## config.mk

```make
export PLATFORM = sky130hd
export DESIGN_NAME = arbConfig
export DESIGN_NICKNAME = d
export VERILOG_FILES = /design/src/memArbTypesPkg.sv /design/src/arbConfig.sv
export VERILOG_INCLUDE_DIRS = /design/src /design/src/src
export SDC_FILE = /design/constraint.sdc
export NUM_CORES = 1
export LEC_CHECK = 0
export ABC_AREA = 1
export CELL_PAD_IN_SITES_DETAIL_PLACEMENT = 1
export CELL_PAD_IN_SITES_GLOBAL_PLACEMENT = 2
export CORE_MARGIN = 2
export CORE_UTILIZATION = 28
export CTS_CLUSTER_SIZE = 40
export DETAILED_ROUTE_END_ITERATION = 8
export DONT_BUFFER_PORTS = 1
export GPL_TIMING_DRIVEN = 0
export PLACE_DENSITY = 0.85
export SYNTH_ARGS = -nofsm -noshare
export SYNTH_HDL_FRONTEND = slang
export SYNTH_SLANG_ARGS = --single-unit
```

## constraint.sdc

```tcl
create_clock -name clk -period 1.42 [get_ports clk]
set_input_delay 0.071 -clock clk [delete_from_list [all_inputs] [get_ports clk]]
set_output_delay 0.071 -clock clk [all_outputs]
set_load 0.05 [all_outputs]
```

## src/memArb_params.svh

```systemverilog
`ifndef MEMARB_PARAMS_SVH
`define MEMARB_PARAMS_SVH

// number of caches that share the memory
`define MA_NUM_CACHES 4

// burst count range, sizes run 0 .. MA_MAX_TRANS-1
`define MA_MAX_TRANS 64

// word address and data widths
`define MA_ADDR_W 25
`define MA_DATA_W 32

// address bits actually stored in the backend
// upper address bits wrap
`define MA_MEM_DEPTH_LOG2 10

// cycles from a read command to its data
`define MA_RD_LATENCY 3

`endif

```

## src/memArbTypesPkg.sv

```systemverilog
`include "memArb_params.svh"

// vector types shared by the arbiter, the backend and the config block
package memArbTypesPkg;

	// word address as seen by caches and writer
	typedef logic [`MA_ADDR_W-1:0] memAddr_t;

	// one data word
	typedef logic [`MA_DATA_W-1:0] memWord_t;

	// burst length, wide enough for MA_MAX_TRANS-1
	typedef logic [$clog2(`MA_MAX_TRANS)-1:0] transSize_t;

	// rotating pointer to one cache
	typedef logic [$clog2(`MA_NUM_CACHES)-1:0] cacheIdx_t;

	// one bit per cache
	// requests, valid strobes, done pulses and the enable mask
	typedef logic [`MA_NUM_CACHES-1:0] cacheMask_t;

endpackage

```

## src/arbConfig.sv

```systemverilog
`timescale 1ns/1ps

`include "memArb_params.svh"

// config registers beside the arbiter
// sel 0 holds the per-cache enable mask
// sel 1 holds the burst-length limit
module arbConfig import memArbTypesPkg::*; (
	input  logic       clk,
	input  logic       rst,
	// register write strobe and address
	input  logic       cfgWe,
	input  logic       cfgSel,
	input  memWord_t   cfgWdata,
	// read-back of the selected register
	output memWord_t   cfgRdata,
	// control outputs to the arbiter
	output cacheMask_t cacheEnable,
	output transSize_t burstLimit
);

	// enable mask register
	// every cache may be granted after reset
	always_ff @(posedge clk, posedge rst) begin
		if (rst) begin
			cacheEnable <= '1;
		end else if (cfgWe && !cfgSel) begin
			// low bits only, one per cache
			cacheEnable <= cfgWdata[`MA_NUM_CACHES-1:0];
		end
	end

	// burst limit register
	// reset to the largest burst, so no clipping by default
	always_ff @(posedge clk, posedge rst) begin
		if (rst) begin
			burstLimit <= transSize_t'(`MA_MAX_TRANS - 1);
		end else if (cfgWe && cfgSel) begin
			burstLimit <= cfgWdata[$clog2(`MA_MAX_TRANS)-1:0];
		end
	end

	// read-back mux
	// both registers come back zero-extended to a full word
	always_comb begin
		if (cfgSel) begin
			cfgRdata = memWord_t'(burstLimit);
		end else begin
			cfgRdata = memWord_t'(cacheEnable);
		end
	end

endmodule

```

==> metrics.sh <==
YS_SEQ_AREA_FRAC=0.3797
FLOORPLAN.INITIALDENSITY=0.2871
TIMING.MAX_CAP.VIOLATIONS=0
ROUTE.ANTENNA.REMAINING_NETS=0
TYPE_OF_THE_WORST_SETUP_PATH='flop to output pin'
YOSYS_WARNINGS=0
START_KIND='flop'
SYNTH_TOP_FAMILY_BY_AREA='buffers and inverters'
TIMING.SETUP.TNS_NS=0
FINALWEIGHTEDCONGESTION=0.6274
FINAL_POWER_mW=1.145
SHARE_OF_TOTAL_POWER_CONSUMED_BY_NET_SWITCHING=0.5044
DRT-PASS1-ITER-COUNT=3
DETAILED_PLACE_HPWL_MM=1.267
GRT_ANTENNA_BEFORE_REPAIR=0
CPMAXSTAGEDELAYCELL='dfstp_2'
SYNTH_TOP_CELL_AREA_SHARE=0.3797
SYNTHESIS_TO_LAYOUT_AREA_GROWTH_PCT=45.75
IR_DROP_mV=0.4116
TRITONCTS='built'
UNIQUE_CELL_TYPE_COUNT_IN_THE_YOSYS_NETLIST=9
POWER_DENSITY_nW_PER_UM2=1135
FIRST_PASS_GRT_WIRE_LENGTH_MM=2.435
GRT.OVERFLOW.TOTAL=0
DIE-AREA_UM2=2885
DRIVE_ABOVE_1_SHARE=0.4063
FINAL_WORST_PATH_CYCLE_SHARE=0.9775
CTSROOTBUFFERMASTER='clkbuf_4'
CP.REQUIRED_NS=1.35
CLKSINKCOUNT=10
CLOCK_PATH_BUFFERS=2
POWER.CLOCK.FRACTION=0.176
YS_FF_LATCH=10
MAXSLEWVIOLCOUNT=0
GRT_PASS1_VIAS=555
SLOWEST_STAGE_DELAY_ON_CRITICAL_PATH_NS=0.73
YOSYS.AREA_SHARE.SIMPLE=0.2785
LEAKAGEPOWER_nW=0.5470
DRT_DRC_VIOLATIONS_LEFT=0
FINALNETCOUNT=166
YS_TOP_CELLS_BY_AREA='dfstp_2 (38%), buf_4 (28%), nand2_1 (19%), nand3_1 (7.2%), buf_6 (3.3%)'
SYNTH_XOR_AREA_FRAC=0
SYNTH-ADDER-AREA-SHARE=0
CORE_REGION_AREA_UM2=2410
DIEWIDTH_UM=53.71
RSZ0062_AT_GRT='false'
P_COMB_FRAC=0.367
WL_MM=1.727
NUMBER_OF_DRC_VIOLATIONS_AFTER_DETAILED_ROUTING_ITERATION_0=3
POWER.NET_SWITCHING_mW=0.5776
DETAILROUTE.VIA_COUNT=592
DIE-HEIGHT_UM=53.71
FILLCELLCOUNT=313
POST_SYNTH_INSTANCE_AREA_UM2=691.9
SYNTH_MUX_AREA_FRAC=0
CTS.REPAIR_TIMING.SETUP_BUFFER_COUNT=0
ROUTED_VIA_DENSITY=3.747
P_INT_mW=0.5675
IO_PINS=78
POST_SYNTH.CELL_AREA_AVG_UM2=7.774
H-TREE-DEPTH=1
STATUS='finished clean'
POWER.SHARE.SEQUENTIAL=0.457
FINALSETUPVIOLATIONS=0
REPORT.FINAL.HOLD_VIOL_COUNT=0
SYNTH_AREA_IN_COMPOUND_GATES=0
CLK_PIN_SLEW_WORST_PATHS_NS=0.07
SYN-INSTANCE-COUNT=89
MIN-DELAY-PATH-CLASS='input pin to flop'
TIMING.CRITICAL_PATH.FANOUT_MAX=3
CLOCK.FMAX_GHz=0.7204
CRITICAL_PATH.ENDPOINT_TYPE='output pin'
PORT_BUFFERS=0
PLACEMENTROWS=18
PERIOD_MINUS_SLACK_NS=1.388
CTS_INSERTED_BUFFERS=3
POST-SYNTH-TOP-AREA-CELL='dfstp_2'
PATH_CELLS='nand2_2 -> clkinvlp_4'
GRT_START_MAX_NET_PINS=11
CLK_LATENCY_NS=0.26
ANTENNADIODECOUNT=0
GRT_USAGE=0.1201
FINAL.SETUP_SKEW_NS=0
AVG_WL_PER_CELL_UM=10.93
CRITPATHARRIVALTIME_NS=1.32
## routing by layer
layer,up-vias,share of wire,track usage
li1,299,-,-
met1,260,0.40,0.1271
met2,31,0.50,0.2134
met3,2,0.090,0.03333
met4,0,0.0087,0.06410
met5,-,0,0
## state kept, by name, indices dropped and copies added, names as in the netlist
name and count:
burstLimit 6, cacheEnable 4
## layout by cell type (no fill, tap or decap)
cell,instances
buf_4,26
dfstp_2,8
conb_1,26
buf_6,2
dfstp_4,2
inv_1,1
clkbuf_4,3
clkinvlp_4,2
dlygate4sd3_1,11
nand2_4,5
nand3_1,10
nand2_1,28
inv_2,1
nand2_2,3
## power groups by stage
stage	clock, mW	sequential [mW]	combinational (mW)
2_1_floorplan	0	0.511	0.349
3_3_place_gp	0	0.521	0.362
3_5_place_dp	0	0.521	0.368
4_1_cts	0.213	0.519	0.417
5_1_grt	0.220	0.531	0.447
6_report	0.202	0.523	0.420
## critical path: cells and delay by family, from the launching register on
kind	cells	cell delay, ns
flip-flops	1	0.73
buffers and inverters	1	0.21
AND/OR/NAND/NOR	1	0.11
## repair_timing
item,CTS,global route
hold endpoints to repair,20,0
hold buffers,11,0
endpoints found under the setup margin,6,3
resized for setup,12,3
pin swaps,0,1
## synth_stat cells
| cell type | count |
|---|---|
| buf_4 | 26 |
| dfstp_2 | 10 |
| nand3_1 | 10 |
| inv_2 | 1 |
| nand2_1 | 35 |
| nand2_4 | 1 |
| buf_6 | 2 |
| conb_1 | 1 |
| inv_1 | 3 |
## layout make-up
cell class	count	area (µm²)	share of cell area
repair buffers	11	110.1	0.1092
multi-input cells	72	327.8	0.3251
inverters	4	22.52	0.02233
clock buffers	3	22.52	0.02233
flip-flops and latches	10	270.3	0.2680
well taps	30	37.54	0.03722
plain buffers	28	217.7	0.2159
## cells by family (layout without fill, tap and decap cells)
kind of cell,count (synthesis),after routing
buffers and inverters,32,46
DFF,10,10
other,1,26
and+or+nand+nor,46,46
## through the flow
step	utilization	std cells	cell area [µm²]	hold slack, ns	setup slack [ns]
floorplan	-	114	785.8	0.1566	0.2407
global placement	0.3416	144	823.3	0.1741	0.1773
detailed placement	0.3416	144	823.3	0.1826	0.1741
CTS	0.4143	158	998.5	0.02559	0.005796
global route	0.4185	158	1008	0.03913	0.0003282
finish	0.4185	158	1008	0.03687	0.03194
## worst paths after layout
check,endpoint,depth (start not counted),start,slack [ns]
worst max-delay path,cfgRdata[4],2,burstLimit[4]$_DFFE_PP1P_,0.03
worst min-delay path,burstLimit[4]$_DFFE_PP1P_,3,cfgSel,0.04
worst max register to register,burstLimit[4]$_DFFE_PP1P_,2,burstLimit[4]$_DFFE_PP1P_,0.49
worst min register to register,cacheEnable[0]$_DFFE_PP1P_,2,cacheEnable[0]$_DFFE_PP1P_,0.60
max in group asynchronous,cacheEnable[0]$_DFFE_PP1P_,2,rst,0.88
min in group asynchronous,burstLimit[3]$_DFFE_PP1P_,2,rst,0.51
Note: power is estimated with default switching activity, not from simulation.
