==> config.mk <==
export PLATFORM = sky130hd
export DESIGN_NAME = memRequestArbiter
export DESIGN_NICKNAME = d
export VERILOG_FILES = /design/src/memArbStatePkg.sv /design/src/memArbTypesPkg.sv /design/src/memRequestArbiter.sv
export VERILOG_INCLUDE_DIRS = /design/src /design/src/src
export SDC_FILE = /design/constraint.sdc
export NUM_CORES = 1
export LEC_CHECK = 0
export BUFFER_PORTS_ARGS = -buffer_cell sky130_fd_sc_hd__buf_2
export CAP_MARGIN = 10
export CORE_AREA = 5 5 165 167
export CTS_BUF_LIST = sky130_fd_sc_hd__clkbuf_2 sky130_fd_sc_hd__clkbuf_4 sky130_fd_sc_hd__clkbuf_8
export DETAILED_ROUTE_END_ITERATION = 10
export DIE_AREA = 0 0 170 172
export PLACE_DENSITY = 0.42
export SLEW_MARGIN = 40
export SYNTH_ARGS = -nofsm -noshare
export SYNTH_HDL_FRONTEND = slang
export SYNTH_SLANG_ARGS = --single-unit
export TNS_END_PERCENT = 20
==> constraint.sdc <==
create_clock -name clk -period 4.12 [get_ports clk]
set_input_delay 0.824 -clock clk [delete_from_list [all_inputs] [get_ports clk]]
set_output_delay 0.824 -clock clk [all_outputs]
set_load 0.02 [all_outputs]
==> src/memArb_params.svh <==
`ifndef MEMARB_PARAMS_SVH
`define MEMARB_PARAMS_SVH

// number of caches that share the memory
`define MA_NUM_CACHES 4

// burst count range, sizes run 0 .. MA_MAX_TRANS-1
`define MA_MAX_TRANS 64

// word address and data widths
`define MA_ADDR_W 25
`define MA_DATA_W 32

// address bits actually stored in the backend
// upper address bits wrap
`define MA_MEM_DEPTH_LOG2 10

// cycles from a read command to its data
`define MA_RD_LATENCY 3

`endif

==> src/memArbStatePkg.sv <==
// arbiter FSM encoding
package memArbStatePkg;

	// IDLE scans for a requester
	// READ runs one burst for the granted cache
	// WRITE commits the single slave word
	typedef enum logic [1:0] {
		IDLE,
		READ,
		WRITE
	} arbState_t;

endpackage

==> src/memArbTypesPkg.sv <==
`include "memArb_params.svh"

// vector types shared by the arbiter, the backend and the config block
package memArbTypesPkg;

	// word address as seen by caches and writer
	typedef logic [`MA_ADDR_W-1:0] memAddr_t;

	// one data word
	typedef logic [`MA_DATA_W-1:0] memWord_t;

	// burst length, wide enough for MA_MAX_TRANS-1
	typedef logic [$clog2(`MA_MAX_TRANS)-1:0] transSize_t;

	// rotating pointer to one cache
	typedef logic [$clog2(`MA_NUM_CACHES)-1:0] cacheIdx_t;

	// one bit per cache
	// requests, valid strobes, done pulses and the enable mask
	typedef logic [`MA_NUM_CACHES-1:0] cacheMask_t;

endpackage

==> src/memRequestArbiter.sv <==
`timescale 1ns/1ps

`include "memArb_params.svh"

// round-robin arbiter between the caches and the slave writer
// one transfer runs at a time against the memory backend
module memRequestArbiter import memArbTypesPkg::*, memArbStatePkg::*; (
	input  logic                           clk,
	input  logic                           rst,
	// cache read side
	input  memAddr_t   [`MA_NUM_CACHES-1:0] addrCache,
	input  transSize_t [`MA_NUM_CACHES-1:0] transSize,
	input  cacheMask_t                      readReq,
	output cacheMask_t                      readValid,
	output memWord_t   [`MA_NUM_CACHES-1:0] readData,
	output cacheMask_t                      doneRead,
	// single-word write side
	input  memAddr_t                        writeAddr,
	input  memWord_t                        writeData,
	input  logic                            writeReq,
	output logic                            doneWrite,
	// from the config block
	input  cacheMask_t                      cacheEnable,
	input  transSize_t                      burstLimit,
	// backend command side
	output memAddr_t                        memAddr,
	output logic                            memRead,
	output logic                            memWrite,
	output memWord_t                        memWdata,
	// backend return side
	input  logic                            memValid,
	input  memWord_t                        memRdata
);

	arbState_t  state;
	arbState_t  nextState;
	// cache currently looked at, and the granted one while in READ
	cacheIdx_t  ptr;
	// effective length of the running burst
	transSize_t burstLen;
	// words sent to the backend and words come back
	// they differ while reads are in flight
	transSize_t issueCnt;
	transSize_t rcvCnt;
	// per-cycle decisions
	logic       acceptRead;
	logic       acceptWrite;
	logic       readDone;
	logic       advance;
	transSize_t effLen;

	// burst is clipped to the configured limit
	assign effLen = (transSize[ptr] < burstLimit) ? transSize[ptr] : burstLimit;

	// grant decision in IDLE
	// read of the pointed cache wins over a pending write
	assign acceptRead = (state == IDLE) && readReq[ptr] && cacheEnable[ptr];
	assign acceptWrite = (state == IDLE) && !acceptRead && writeReq;

	// burst ends once every requested word has returned
	assign readDone = (state == READ) && (rcvCnt == burstLen);

	// pointer moves on idle cycles and after a finished burst
	// a write leaves it where it is
	assign advance = ((state == IDLE) && !acceptRead && !acceptWrite) || readDone;

	// next state
	always_comb begin
		nextState = state;
		case (state)
			IDLE: begin
				if (acceptRead) begin
					nextState = READ;
				end else if (acceptWrite) begin
					nextState = WRITE;
				end
			end
			READ: begin
				if (readDone) begin
					nextState = IDLE;
				end
			end
			// single word, always one cycle
			WRITE: begin
				nextState = IDLE;
			end
			default: begin
				nextState = IDLE;
			end
		endcase
	end

	// backend commands
	always_comb begin
		memAddr = '0;
		memRead = 1'b0;
		memWrite = 1'b0;
		memWdata = '0;
		doneWrite = 1'b0;
		if (state == READ) begin
			// one consecutive address per cycle until n are out
			memRead = (issueCnt != burstLen);
			memAddr = addrCache[ptr] + memAddr_t'(issueCnt);
		end else if (state == WRITE) begin
			// write commits and completes in the same cycle
			memWrite = 1'b1;
			memAddr = writeAddr;
			memWdata = writeData;
			doneWrite = 1'b1;
		end
	end

	// return path
	// data goes only to the granted cache, others see zero
	always_comb begin
		readValid = '0;
		readData = '0;
		doneRead = '0;
		if (state == READ) begin
			if (memValid) begin
				readValid[ptr] = 1'b1;
				readData[ptr] = memRdata;
			end
			doneRead[ptr] = readDone;
		end
	end

	// FSM, pointer and burst counters
	always_ff @(posedge clk, posedge rst) begin
		if (rst) begin
			state <= IDLE;
			ptr <= '0;
			burstLen <= '0;
			issueCnt <= '0;
			rcvCnt <= '0;
		end else begin
			state <= nextState;
			if (advance) begin
				ptr <= ptr + 1'b1;
			end
			if (state == IDLE) begin
				// counters start fresh for every burst
				issueCnt <= '0;
				rcvCnt <= '0;
				if (acceptRead) begin
					// length fixed at grant time
					burstLen <= effLen;
				end
			end else if (state == READ) begin
				if (memRead) begin
					issueCnt <= issueCnt + 1'b1;
				end
				if (memValid) begin
					rcvCnt <= rcvCnt + 1'b1;
				end
			end
		end
	end

endmodule

==> metrics, run 1 <==
sequential fraction of the synthesis area=13.1%; synthesized instance count=508; CTS tree=done; final setup violation count=0; commonest non-fill, non-tap cells in the layout=421 x buf_2, 162 x and2_1, 40 x nand2_1; GRT Resource Usage Total=12.3%; Final GP Congestion=0.790; EDFF count, synth=0; Worst IR Drop VDD=144 uV; final worst slack=0.127 ns; Synth Warn #=0; Worst Tran Pin Value=0.678 ns; # DRC=0; Starting Density=16.4%; Final min period=3.99 ns; synthesized flop and latch total=22; post-synth cell types=52; clock root cell=clkbuf_8; RSZ-0062 raised after global routing=no; data arrival time of the worst path=3.17 ns; Fin. Hold Viols=0; final critical-path share of the clock period=96.9%; async set-or-reset flop fraction in the synthesized netlist=100%; Crit. End Element=output pin; area grow syn2layout=64.2%; critical path type=input pin to output pin; Post-DRT Antenna Nets=0; most common cell after layout, fill and taps aside=buf_2; Iter 0 DRT Violations=156; CTS clk-pin slew, worst paths=0.08 ns; placed wire-length estimate=17200 um; Relative slew margins=54.4%; Hold-fix buffers, CTS=0; CP max stage cell=mux4_2; setup_tns=0 ns; Site Rows=59; Die Y-Extent=172 um; flop2flop setup slack=1.28 ns; worst-case clock buffer depth=2; setup slack at placement=-0.0230 ns; first-pass GRT wire length=28700 um; number of I/O pins=427; largest net degree at the start of global routing=34; Post-Syn Area per Cell=8.26 um^2; Mapped Area=4200 um^2; CP Data Required Time=3.30 ns; TritonRoute pass-1 iters=4; final std cells w/o fill=1262; Largest stage delay, worst path=0.50 ns; worst path cell trace=buf_2 -> mux4_2 -> ha_4 -> fa_2 -> a21o_1 -> o21ba_4 -> o22ai_4 -> buf_6 -> nor3b_1 -> xnor2_1 -> o21ai_1 -> buf_4; Leakage=0.00381 uW; layout cells sized above 1=53.2%; Max-cap violations=0; Slew Limit Fails=0; total die area=29200 um^2; status=complete, no violations; Avg WL per Cell=15.9 um; vias in the first global route=5012; initial antenna violation count=2; fmax=0.250 GHz; CP delay by family, top=compound AO/OA/AOI/OAI gates; Chip Width=170 um; Post-synth top flop=dfrtp_1; clk_skew=0.00625 ns; Worst Path Buf+Inv=3; nets=1176; Fill cells=2858; pwr/cell area=505 nW/um^2; critical path startpoint category=input pin; worst-path maximum fanout=5; Syn Nets=757; fin util=26.9%; H-tree depth=1; core area=25600 um^2; detailed-route via count=5228; cts bufs inserted=3; worst hold slack=0.561 ns; Clock Latency Late Sink=0.26 ns; Routed Wire Length=20100 um; vias per inst=4.14; dpl cells=1256; grt ovf=0; worst min path class=register to register; clk sink count=22; port bufs=426
## area by class of cell
cell class,instances,area (um^2),area share (%)
Antenna cell,1,2.50,0.0363
Multi-Input combinational cell,440,3490,50.6
Tap cell,335,419,6.08
Timing Repair Buffer,447,2330,33.8
Inverter,13,48.8,0.708
Clock buffer,4,48.8,0.708
Sequential cell,22,552,8.01
## sequential cells by signal, summed over array words and instances (netlist names)
| register | flops |
|---|---|
| burstLen | 6 |
| issueCnt | 6 |
| rcvCnt | 6 |
| ptr | 2 |
| state | 2 |
## layer usage
| layer | vias up | part of all wire, % | GRT usage, % |
|---|---|---|---|
| met2 | 245 | 51 | 22.5 |
| met4 | 2 | 0.89 | 1.84 |
| met5 | - | 0.065 | 0 |
| met3 | 10 | 8.0 | 2.33 |
| li1 | 2608 | - | - |
| met1 | 2363 | 40 | 15.4 |
## kinds of logic (layout without fill, tap and decap cells)
logic type	Yosys count	after routing	share of synthesized area, %
buffers and inverters	46	464	5.04
XOR/XNOR	37	37	7.72
AND/OR/NAND/NOR	279	279	38.6
other	0	1	0
multiplexers	41	41	20.2
flip-flops	22	22	13.1
AO/OA/AOI/OAI	65	65	9.81
adder cells (fa/ha/maj)	18	18	5.55
## final timing paths
path	startpoint	endpoint	cells past startpoint
hold reg to reg	rcvCnt[0]$_DFFE_PP0P_	rcvCnt[0]$_DFFE_PP0P_	1
setup reg to reg	ptr[1]$_DFFE_PP0P_	burstLen[5]$_DFFE_PP0P_	10
min in group asynchronous	rst	rcvCnt[0]$_DFFE_PP0P_	2
max in group asynchronous	rst	ptr[0]$_DFFE_PP0P_	2
setup / recovery	addrCache[50]	memAddr[16]	12
hold / removal	rcvCnt[0]$_DFFE_PP0P_	rcvCnt[0]$_DFFE_PP0P_	1
## power breakdown
group	switching [uW]	internal, uW
sequential	146	289
clock	69.9	75.5
combinational	1650	1250
## through the flow
stage	total power, uW	cell area (um^2)
after floorplan	2370	4210
after global placement	3350	6760
after detailed placement	3350	6780
after CTS	3530	6850
after global routing	3820	6890
final	3480	6890
## Yosys cell counts, types with 6 or more instances
library cell	n	share of area, %
and2_1	162	24
nand2_1	40	3.6
xnor2_1	27	5.6
clkbuf_1	25	2.2
dfrtp_1	22	13
nor2_1	22	2.0
o21ai_0	21	2.5
mux4_2	19	10
ha_1	17	5.1
inv_1	13	1.2
mux4_1	12	7.5
and3_1	11	1.6
nor3_1	11	1.3
a21oi_1	10	1.2
xor2_1	10	2.1
mux2i_1	8	1.9
a22o_1	7	1.5
nand3_1	6	0.72
o21ai_1	6	0.72
## repair_timing
action,in CTS,in global routing
endpoints found under the hold margin,0,0
gates resized for setup,5,9
endpoints found under the setup margin,5,15
pin swaps,0,2
buffers inserted,0,1
## worst reg2reg max path: stages, from the launching register on
cell	delay, ns
dfrtp_1	0.43
buf_4	0.23
buf_4	0.34
mux4_2	0.41
ha_1	0.31
a21o_1	0.18
a21o_1	0.16
a21oi_1	0.16
o21ai_2	0.16
mux2i_1	0.25
a21oi_1	0.10
Note: power is estimated with default switching activity, not from simulation.
==> run 2, diff against run 1 <==
--- a/config.mk
+++ b/config.mk
@@ -8,11 +8,14 @@
 export LEC_CHECK = 0
 export BUFFER_PORTS_ARGS = -buffer_cell sky130_fd_sc_hd__buf_2
 export CAP_MARGIN = 10
-export CORE_AREA = 5 5 165 167
+export CELL_PAD_IN_SITES_DETAIL_PLACEMENT = 0
+export CELL_PAD_IN_SITES_GLOBAL_PLACEMENT = 1
+export CORE_AREA = 5 5 161 163
 export CTS_BUF_LIST = sky130_fd_sc_hd__clkbuf_2 sky130_fd_sc_hd__clkbuf_4 sky130_fd_sc_hd__clkbuf_8
 export DETAILED_ROUTE_END_ITERATION = 10
-export DIE_AREA = 0 0 170 172
-export PLACE_DENSITY = 0.42
+export DIE_AREA = 0 0 166 168
+export PLACE_DENSITY = 0.63
+export SETUP_SLACK_MARGIN = 0.15
 export SLEW_MARGIN = 40
 export SYNTH_ARGS = -nofsm -noshare
 export SYNTH_HDL_FRONTEND = slang
==> run 2 against run 1 <==
Net effect:
- worst hold slack improved by 0.0026 ns
- register-to-register slack improved by 0.26 ns
- sequential power rose by 1%
- design area rose by 1.5%
- combinational power rose by 4%
- non-clock buffer count rose by 4
- utilization rose by 2.0 points
- die area fell by 4.6%
- largest power group unchanged
==> metrics, run 2 (synthesis gave the netlist of run 1 again) <==
status=complete, no violations; Clock Latency Late Sink=0.26 ns (about the same); Avg WL per Cell=16.8 um (+5.7%); WHS Path Cells=1 (unchanged); fmax=0.252 GHz (+0.70%); RR Endpoint=burstLen[5]$_DFFE_PP0P_; Crit. End Element=output pin; worst min path class=register to register; data arrival time of the worst path=3.14 ns (-0.03 ns); CP max stage cell=mux4_2; first-pass GRT wire length=31900 um (+11%); CTS clk-pin slew, worst paths=0.08 ns (about the same); port bufs=426 (unchanged); placed wire-length estimate=18200 um (+5.7%); # DRC=0 (unchanged); initial antenna violation count=4 (+2); clk sink count=22 (unchanged); TritonRoute pass-1 iters=4 (unchanged); CTS tree=done; Worst Tran Pin Value=0.670 ns (-0.00794 ns); core area=24200 um^2 (-5.6%); clock root cell=clkbuf_8; Fin. Hold Viols=0 (unchanged); vias per inst=4.20 (+1.5%); number of I/O pins=427 (unchanged); setup slack at placement=-0.0192 ns (+0.00383 ns); Starting Density=17.4% (+0.97 points); dpl cells=1245 (-0.88%); Final GP Congestion=0.866 (+9.5%); CP Data Required Time=3.30 ns (about the same); pwr/cell area=515 nW/um^2 (+2.0%); Largest stage delay, worst path=0.50 ns (about the same); Relative slew margins=55.0% (+0.53 points); total die area=27900 um^2 (-4.6%); cts bufs inserted=3 (unchanged); setup_tns=0 ns (unchanged); Site Rows=57 (-3.4%); hold path startpoint=rcvCnt[0]$_DFFE_PP0P_; grt ovf=0 (unchanged); detailed-route via count=5289 (+1.2%); GRT Resource Usage Total=14.1% (+1.8 points); Chip Width=166 um (-2.4%); commonest non-fill, non-tap cells in the layout=420 x buf_2, 162 x and2_1, 40 x nand2_1; RSZ-0062 raised after global routing=yes; Slew Limit Fails=0 (unchanged); critical path type=input pin to output pin; critical path startpoint category=input pin; RR Startpoint=ptr[0]$_DFFE_PP0P_; final worst slack=0.155 ns (+0.0276 ns); worst-case clock buffer depth=2 (unchanged); Leakage=0.00385 uW (+1.1%); area grow syn2layout=66.7%; Die Y-Extent=168 um (-2.3%); Max-cap violations=0 (unchanged); Post-DRT Antenna Nets=0 (unchanged); Final min period=3.97 ns (-0.0276 ns); final setup violation count=0 (unchanged); largest registers=burstLen x6, issueCnt x6, rcvCnt x6; R2R cell count=9 (-1); layout cells sized above 1=54.8% (+1.6 points); clk_skew=0.00105 ns (-0.00520 ns); flop2flop setup slack=1.54 ns (+0.26 ns); final critical-path share of the clock period=96.2% (-0.67 points); worst path cell trace=buf_6 -> mux4_2 -> ha_4 -> fa_2 -> a21o_1 -> o21ba_4 -> o22ai_2 -> buf_4 -> nor3b_1 -> xnor2_1 -> o21ai_2 -> buf_2; final std cells w/o fill=1258 (-0.32%); Hold-fix buffers, CTS=0 (unchanged); nets=1180 (+0.34%); worst-path maximum fanout=5 (unchanged); most common cell after layout, fill and taps aside=buf_2; fin util=28.9% (+2.0 points); Routed Wire Length=21200 um (+5.4%); CP delay by family, top=compound AO/OA/AOI/OAI gates; Worst IR Drop VDD=167 uV (+16%); Hold EP=rcvCnt[0]$_DFFE_PP0P_; largest net degree at the start of global routing=34 (unchanged); Iter 0 DRT Violations=140 (-10%); H-tree depth=1 (unchanged); vias in the first global route=5439 (+8.5%); Worst Path Buf+Inv=3 (unchanged)
run 2: changes by cell type in the layout (fill, tap and decap cells not counted), moves of 2 or more:
| cell | delta |
|---|---|
| and3_1 | +2 |
| and3_2 | -2 |
| buf_4 | +5 |
| diode_2 | +3 |
| ha_1 | -3 |
| ha_4 | +3 |
| o21ai_0 | -6 |
| o21ai_1 | -3 |
| o21ai_2 | +9 |
run 2: per-stage QoR:
stage | hold slack (ns) | power [uW] | instance area (um^2)
final | 0.564 | 3600 | 6990
after detailed placement | 0.547 | 3370 | 6780
after CTS | 0.558 | 3620 | 6930
after floorplan | 0.507 | 2420 | 4240
after global placement | 0.544 | 3380 | 6780
after global routing | 0.591 | 3930 | 6990
run 2: worst max-delay path by stage:
stage	slack, ns	startpoint	to	cells after the start
final	0.15	addrCache[25]	memAddr[18]	12
after global routing	0.06	addrCache[75]	memAddr[22]	12
after CTS	0.13	ptr[0]$_DFFE_PP0P_	memAddr[24]	11
after detailed placement	-0.02	addrCache[25]	memAddr[8]	12
after global placement	-0.009	addrCache[25]	memAddr[8]	12
after floorplan	0.15	ptr[0]$_DFFE_PP0P_	memAddr[12]	12
run 2: what timing repair did:
| action | CTS | global route |
|---|---|---|
| resized for setup | 13 | 9 |
| endpoints found under the setup margin | 19 | 19 |
| pin swaps | 1 | 1 |
| setup buffers | 5 | 0 |
run 2: cell type report:
class | count | area, um^2
Inverter | 13 | 48.8
Tap cell | 324 | 405
Timing Repair Buffer | 451 | 2360
Clock buffer | 4 | 55.1
Fill cell | 2649 | 17200
Antenna cell | 4 | 10.0
Sequential cell | 22 | 553
Multi-Input combinational cell | 440 | 3560
run 2: routing by layer:
| metal | GRT usage (%) | vias up | routed length, um |
|---|---|---|---|
| li1 | - | 2617 | - |
| met1 | 17.1 | 2410 | 8570 |
| met2 | 25.9 | 248 | 10700 |
| met3 | 2.88 | 14 | 1570 |
| met4 | 3.05 | 0 | 290 |
| met5 | 0 | - | 0 |
run 2: power by group:
group / internal, uW / total (uW) / switching (uW)
sequential: 290 / 441 / 151
clock: 85.1 / 154 / 69.1
combinational: 1310 / 3010 / 1700
run 2: worst register-to-register path, delay by kind of cell (launching register included):
family | cells | cell delay [ns]
AOI/OAI and AO/OA | 5 | 0.76
adders and majority gates | 1 | 0.31
buffers and inverters | 1 | 0.19
DFF | 1 | 0.44
muxes | 2 | 0.76
==> run 3, diff against run 2 <==
--- a/config.mk
+++ b/config.mk
@@ -7,14 +7,13 @@
 export NUM_CORES = 1
 export LEC_CHECK = 0
 export BUFFER_PORTS_ARGS = -buffer_cell sky130_fd_sc_hd__buf_2
-export CAP_MARGIN = 10
 export CELL_PAD_IN_SITES_DETAIL_PLACEMENT = 0
 export CELL_PAD_IN_SITES_GLOBAL_PLACEMENT = 1
-export CORE_AREA = 5 5 161 163
+export CORE_AREA = 2 2 166 168
 export CTS_BUF_LIST = sky130_fd_sc_hd__clkbuf_2 sky130_fd_sc_hd__clkbuf_4 sky130_fd_sc_hd__clkbuf_8
 export DETAILED_ROUTE_END_ITERATION = 10
-export DIE_AREA = 0 0 166 168
-export PLACE_DENSITY = 0.63
+export DIE_AREA = 0 0 168 170
+export PLACE_DENSITY = 0.56
 export SETUP_SLACK_MARGIN = 0.15
 export SLEW_MARGIN = 40
 export SYNTH_ARGS = -nofsm -noshare
==> constraint.sdc (replaced) <==
create_clock -name clk -period 4 [get_ports clk]
set_input_delay 0.8 -clock clk [delete_from_list [all_inputs] [get_ports clk]]
set_output_delay 0.8 -clock clk [all_outputs]
set_load 0.02 [all_outputs]
==> run 3 against run 2 <==
Net effect:
- utilization is 2.4 points lower
- first-iteration DRC count is 28% higher
- largest cell class unchanged
- worst hold slack worse by 0.021 ns
- sequential power is 2% higher
- combinational power is 4% higher
- highest routed layer unchanged
- largest power group unchanged
==> metrics, run 3 (synthesis gave the netlist of run 1 again) <==
Fin. Hold Viols=0 (unchanged); Worst Tran Pin Value=0.662 ns (-0.00848 ns); most frequent CP cell=buf_6; clock share of power=4.4% (about the same); RSZ-0062 raised after global routing=yes; status=complete, no violations; largest registers=burstLen x6, issueCnt x6, rcvCnt x6; combinational power share=83.6% (about the same); Leakage=0.00389 uW (+1.1%); fin util=26.5% (-2.4 points); Largest stage delay, worst path=0.52 ns (+0.02 ns); clk sink count=22 (unchanged); critical path startpoint category=input pin; vias in the first global route=4660 (-14%); Relative slew margins=55.6% (+0.57 points); Internal Pwr Total=1760 uW (+4.5%); layout cells sized above 1=54.6% (-0.27 points); detailed-route via count=5209 (-1.5%); Routed Wire Length=19400 um (-8.5%); register area=553 um^2 (unchanged); data arrival time of the worst path=3.10 ns (-0.04 ns); H-tree depth=1 (unchanged); CP Data Required Time=3.20 ns (-0.10 ns); Final GP Congestion=0.750 (-13%); Avg WL per Cell=15.2 um (-9.5%); final std cells w/o fill=1272 (+1.1%); most common cell after layout, fill and taps aside=buf_2; Site Rows=60 (+5.3%); Net Sw Frac=53.0% (-0.33 points); Starting Density=15.7% (-1.6 points); Fill cells=2954 (+12%); Max-cap violations=0 (unchanged); Die Y-Extent=170 um (+1.2%); pwr/cell area=529 nW/um^2 (+2.6%); final critical-path share of the clock period=97.5%; nets=1181 (+0.085%); port bufs=426 (unchanged); CP max stage cell=mux4_2; switching pwr=1980 uW (+3.1%); clock root cell=clkbuf_8; CTS tree=done; critical path type=input pin to output pin; Clock Latency Late Sink=0.27 ns (about the same); Final min period=3.90 ns; area grow syn2layout=68.4%; initial antenna violation count=0 (-4); Slew Limit Fails=0 (unchanged); Iter 0 DRT Violations=179 (+28%); total die area=28600 um^2 (+2.4%); grt ovf=0 (unchanged); core area=26700 um^2 (+10%); dpl cells=1266 (+1.7%); fmax=0.257 GHz; TritonRoute pass-1 iters=4 (unchanged); worst min path class=input pin to async pin; first-pass GRT wire length=27500 um (-14%); area occupied by multi-input gates=3560 um^2 (+0.11%); clk_skew=0.00676 ns (+0.00571 ns); worst-path maximum fanout=5 (unchanged); antenna fix cells=0 (-4); worst path cell trace=buf_6 -> mux4_2 -> ha_4 -> fa_2 -> a21o_1 -> o21ba_4 -> o22ai_4 -> buf_12 -> nor3b_1 -> xnor2_1 -> o21ai_2 -> buf_6; commonest non-fill, non-tap cells in the layout=417 x buf_2, 162 x and2_1, 40 x nand2_1; register share of total power=12.0% (-0.2 points); Worst IR Drop VDD=166 uV (-0.75%); largest net degree at the start of global routing=34 (unchanged); final setup violation count=0 (unchanged); Post-DRT Antenna Nets=0 (unchanged); worst-case clock buffer depth=2 (unchanged); placed wire-length estimate=16500 um (-9.3%); Crit. End Element=output pin; total power=3740 uW (+3.7%); vias per inst=4.10 (-2.6%); # DRC=0 (unchanged); CTS clk-pin slew, worst paths=0.09 ns (about the same); Chip Width=168 um (+1.2%); cts bufs inserted=3 (unchanged); number of I/O pins=427 (unchanged); GRT Resource Usage Total=12.2% (-1.9 points); setup_tns=0 ns (unchanged)
-- run 3: repair_timing --
item | 4_1_cts | 5_1_grt
setup endpoints to repair | 20 | 20
gates resized for setup | 18 | 7
endpoints found under the hold margin | 0 | 0
setup buffers | 2 | 0
cloned | 0 | 0
pin swaps | 7 | 6
hold buffers | 0 | 0
-- run 3: area by class of cell --
class                           count  area share [%]
Clock buffer                        4           0.779
Inverter                           13           0.691
Multi-Input combinational cell    440            50.5
Sequential cell                    22            7.83
Tap cell                          341            6.04
Timing Repair Buffer              452            34.2
-- run 3: worst paths after layout --
path	startpoint	endpoint	slack, ns	cells past startpoint
setup / recovery	addrCache[75]	memAddr[18]	0.10	12
hold / removal	rst	rcvCnt[1]$_DFFE_PP0P_	0.54	2
setup reg to reg	ptr[1]$_DFFE_PP0P_	burstLen[5]$_DFFE_PP0P_	1.20	10
hold reg to reg	rcvCnt[0]$_DFFE_PP0P_	rcvCnt[0]$_DFFE_PP0P_	0.57	1
max in group asynchronous	rst	ptr[1]$_DFFE_PP0P_	3.10	2
min in group clk	rcvCnt[0]$_DFFE_PP0P_	rcvCnt[0]$_DFFE_PP0P_	0.57	1
-- run 3: per-layer routing --
layer  global-route usage (%)  share of wire [%]  vias to the layer above
met5                        0                  0                        -
met4                     1.85               0.64                        0
met3                     1.21                5.9                        7
met2                     23.0                 53                      229
met1                     15.4                 41                     2360
li1                         -                  -                     2613
-- run 3: critical path: cells and delay by family --
family | cells | cell delay (ns)
buffers and inverters | 3 | 0.38
and+or+nand+nor | 1 | 0.05
adders and majority gates | 2 | 0.52
AOI/OAI and AO/OA | 4 | 0.69
muxes | 1 | 0.52
xor gates and xnor gates | 1 | 0.14
-- run 3: power by group through the flow --
stage / logic, uW / clock network, uW / registers, uW
4_1_cts: 3170 / 171 / 455
3_3_place_gp: 3050 / 0 / 469
5_1_grt: 3400 / 176 / 468
6_report: 3130 / 165 / 448
2_1_floorplan: 2130 / 0 / 375
3_5_place_dp: 3050 / 0 / 467
-- run 3: per-stage QoR --
step	area [um^2]	hold WS (ns)	setup slack (ns)
after floorplan	4270	0.507	0.0988
after global placement	6870	0.547	-0.0578
after global routing	7070	0.603	0.00856
final	7070	0.543	0.102
after CTS	7030	0.574	0.0522
after detailed placement	6870	0.556	-0.0857
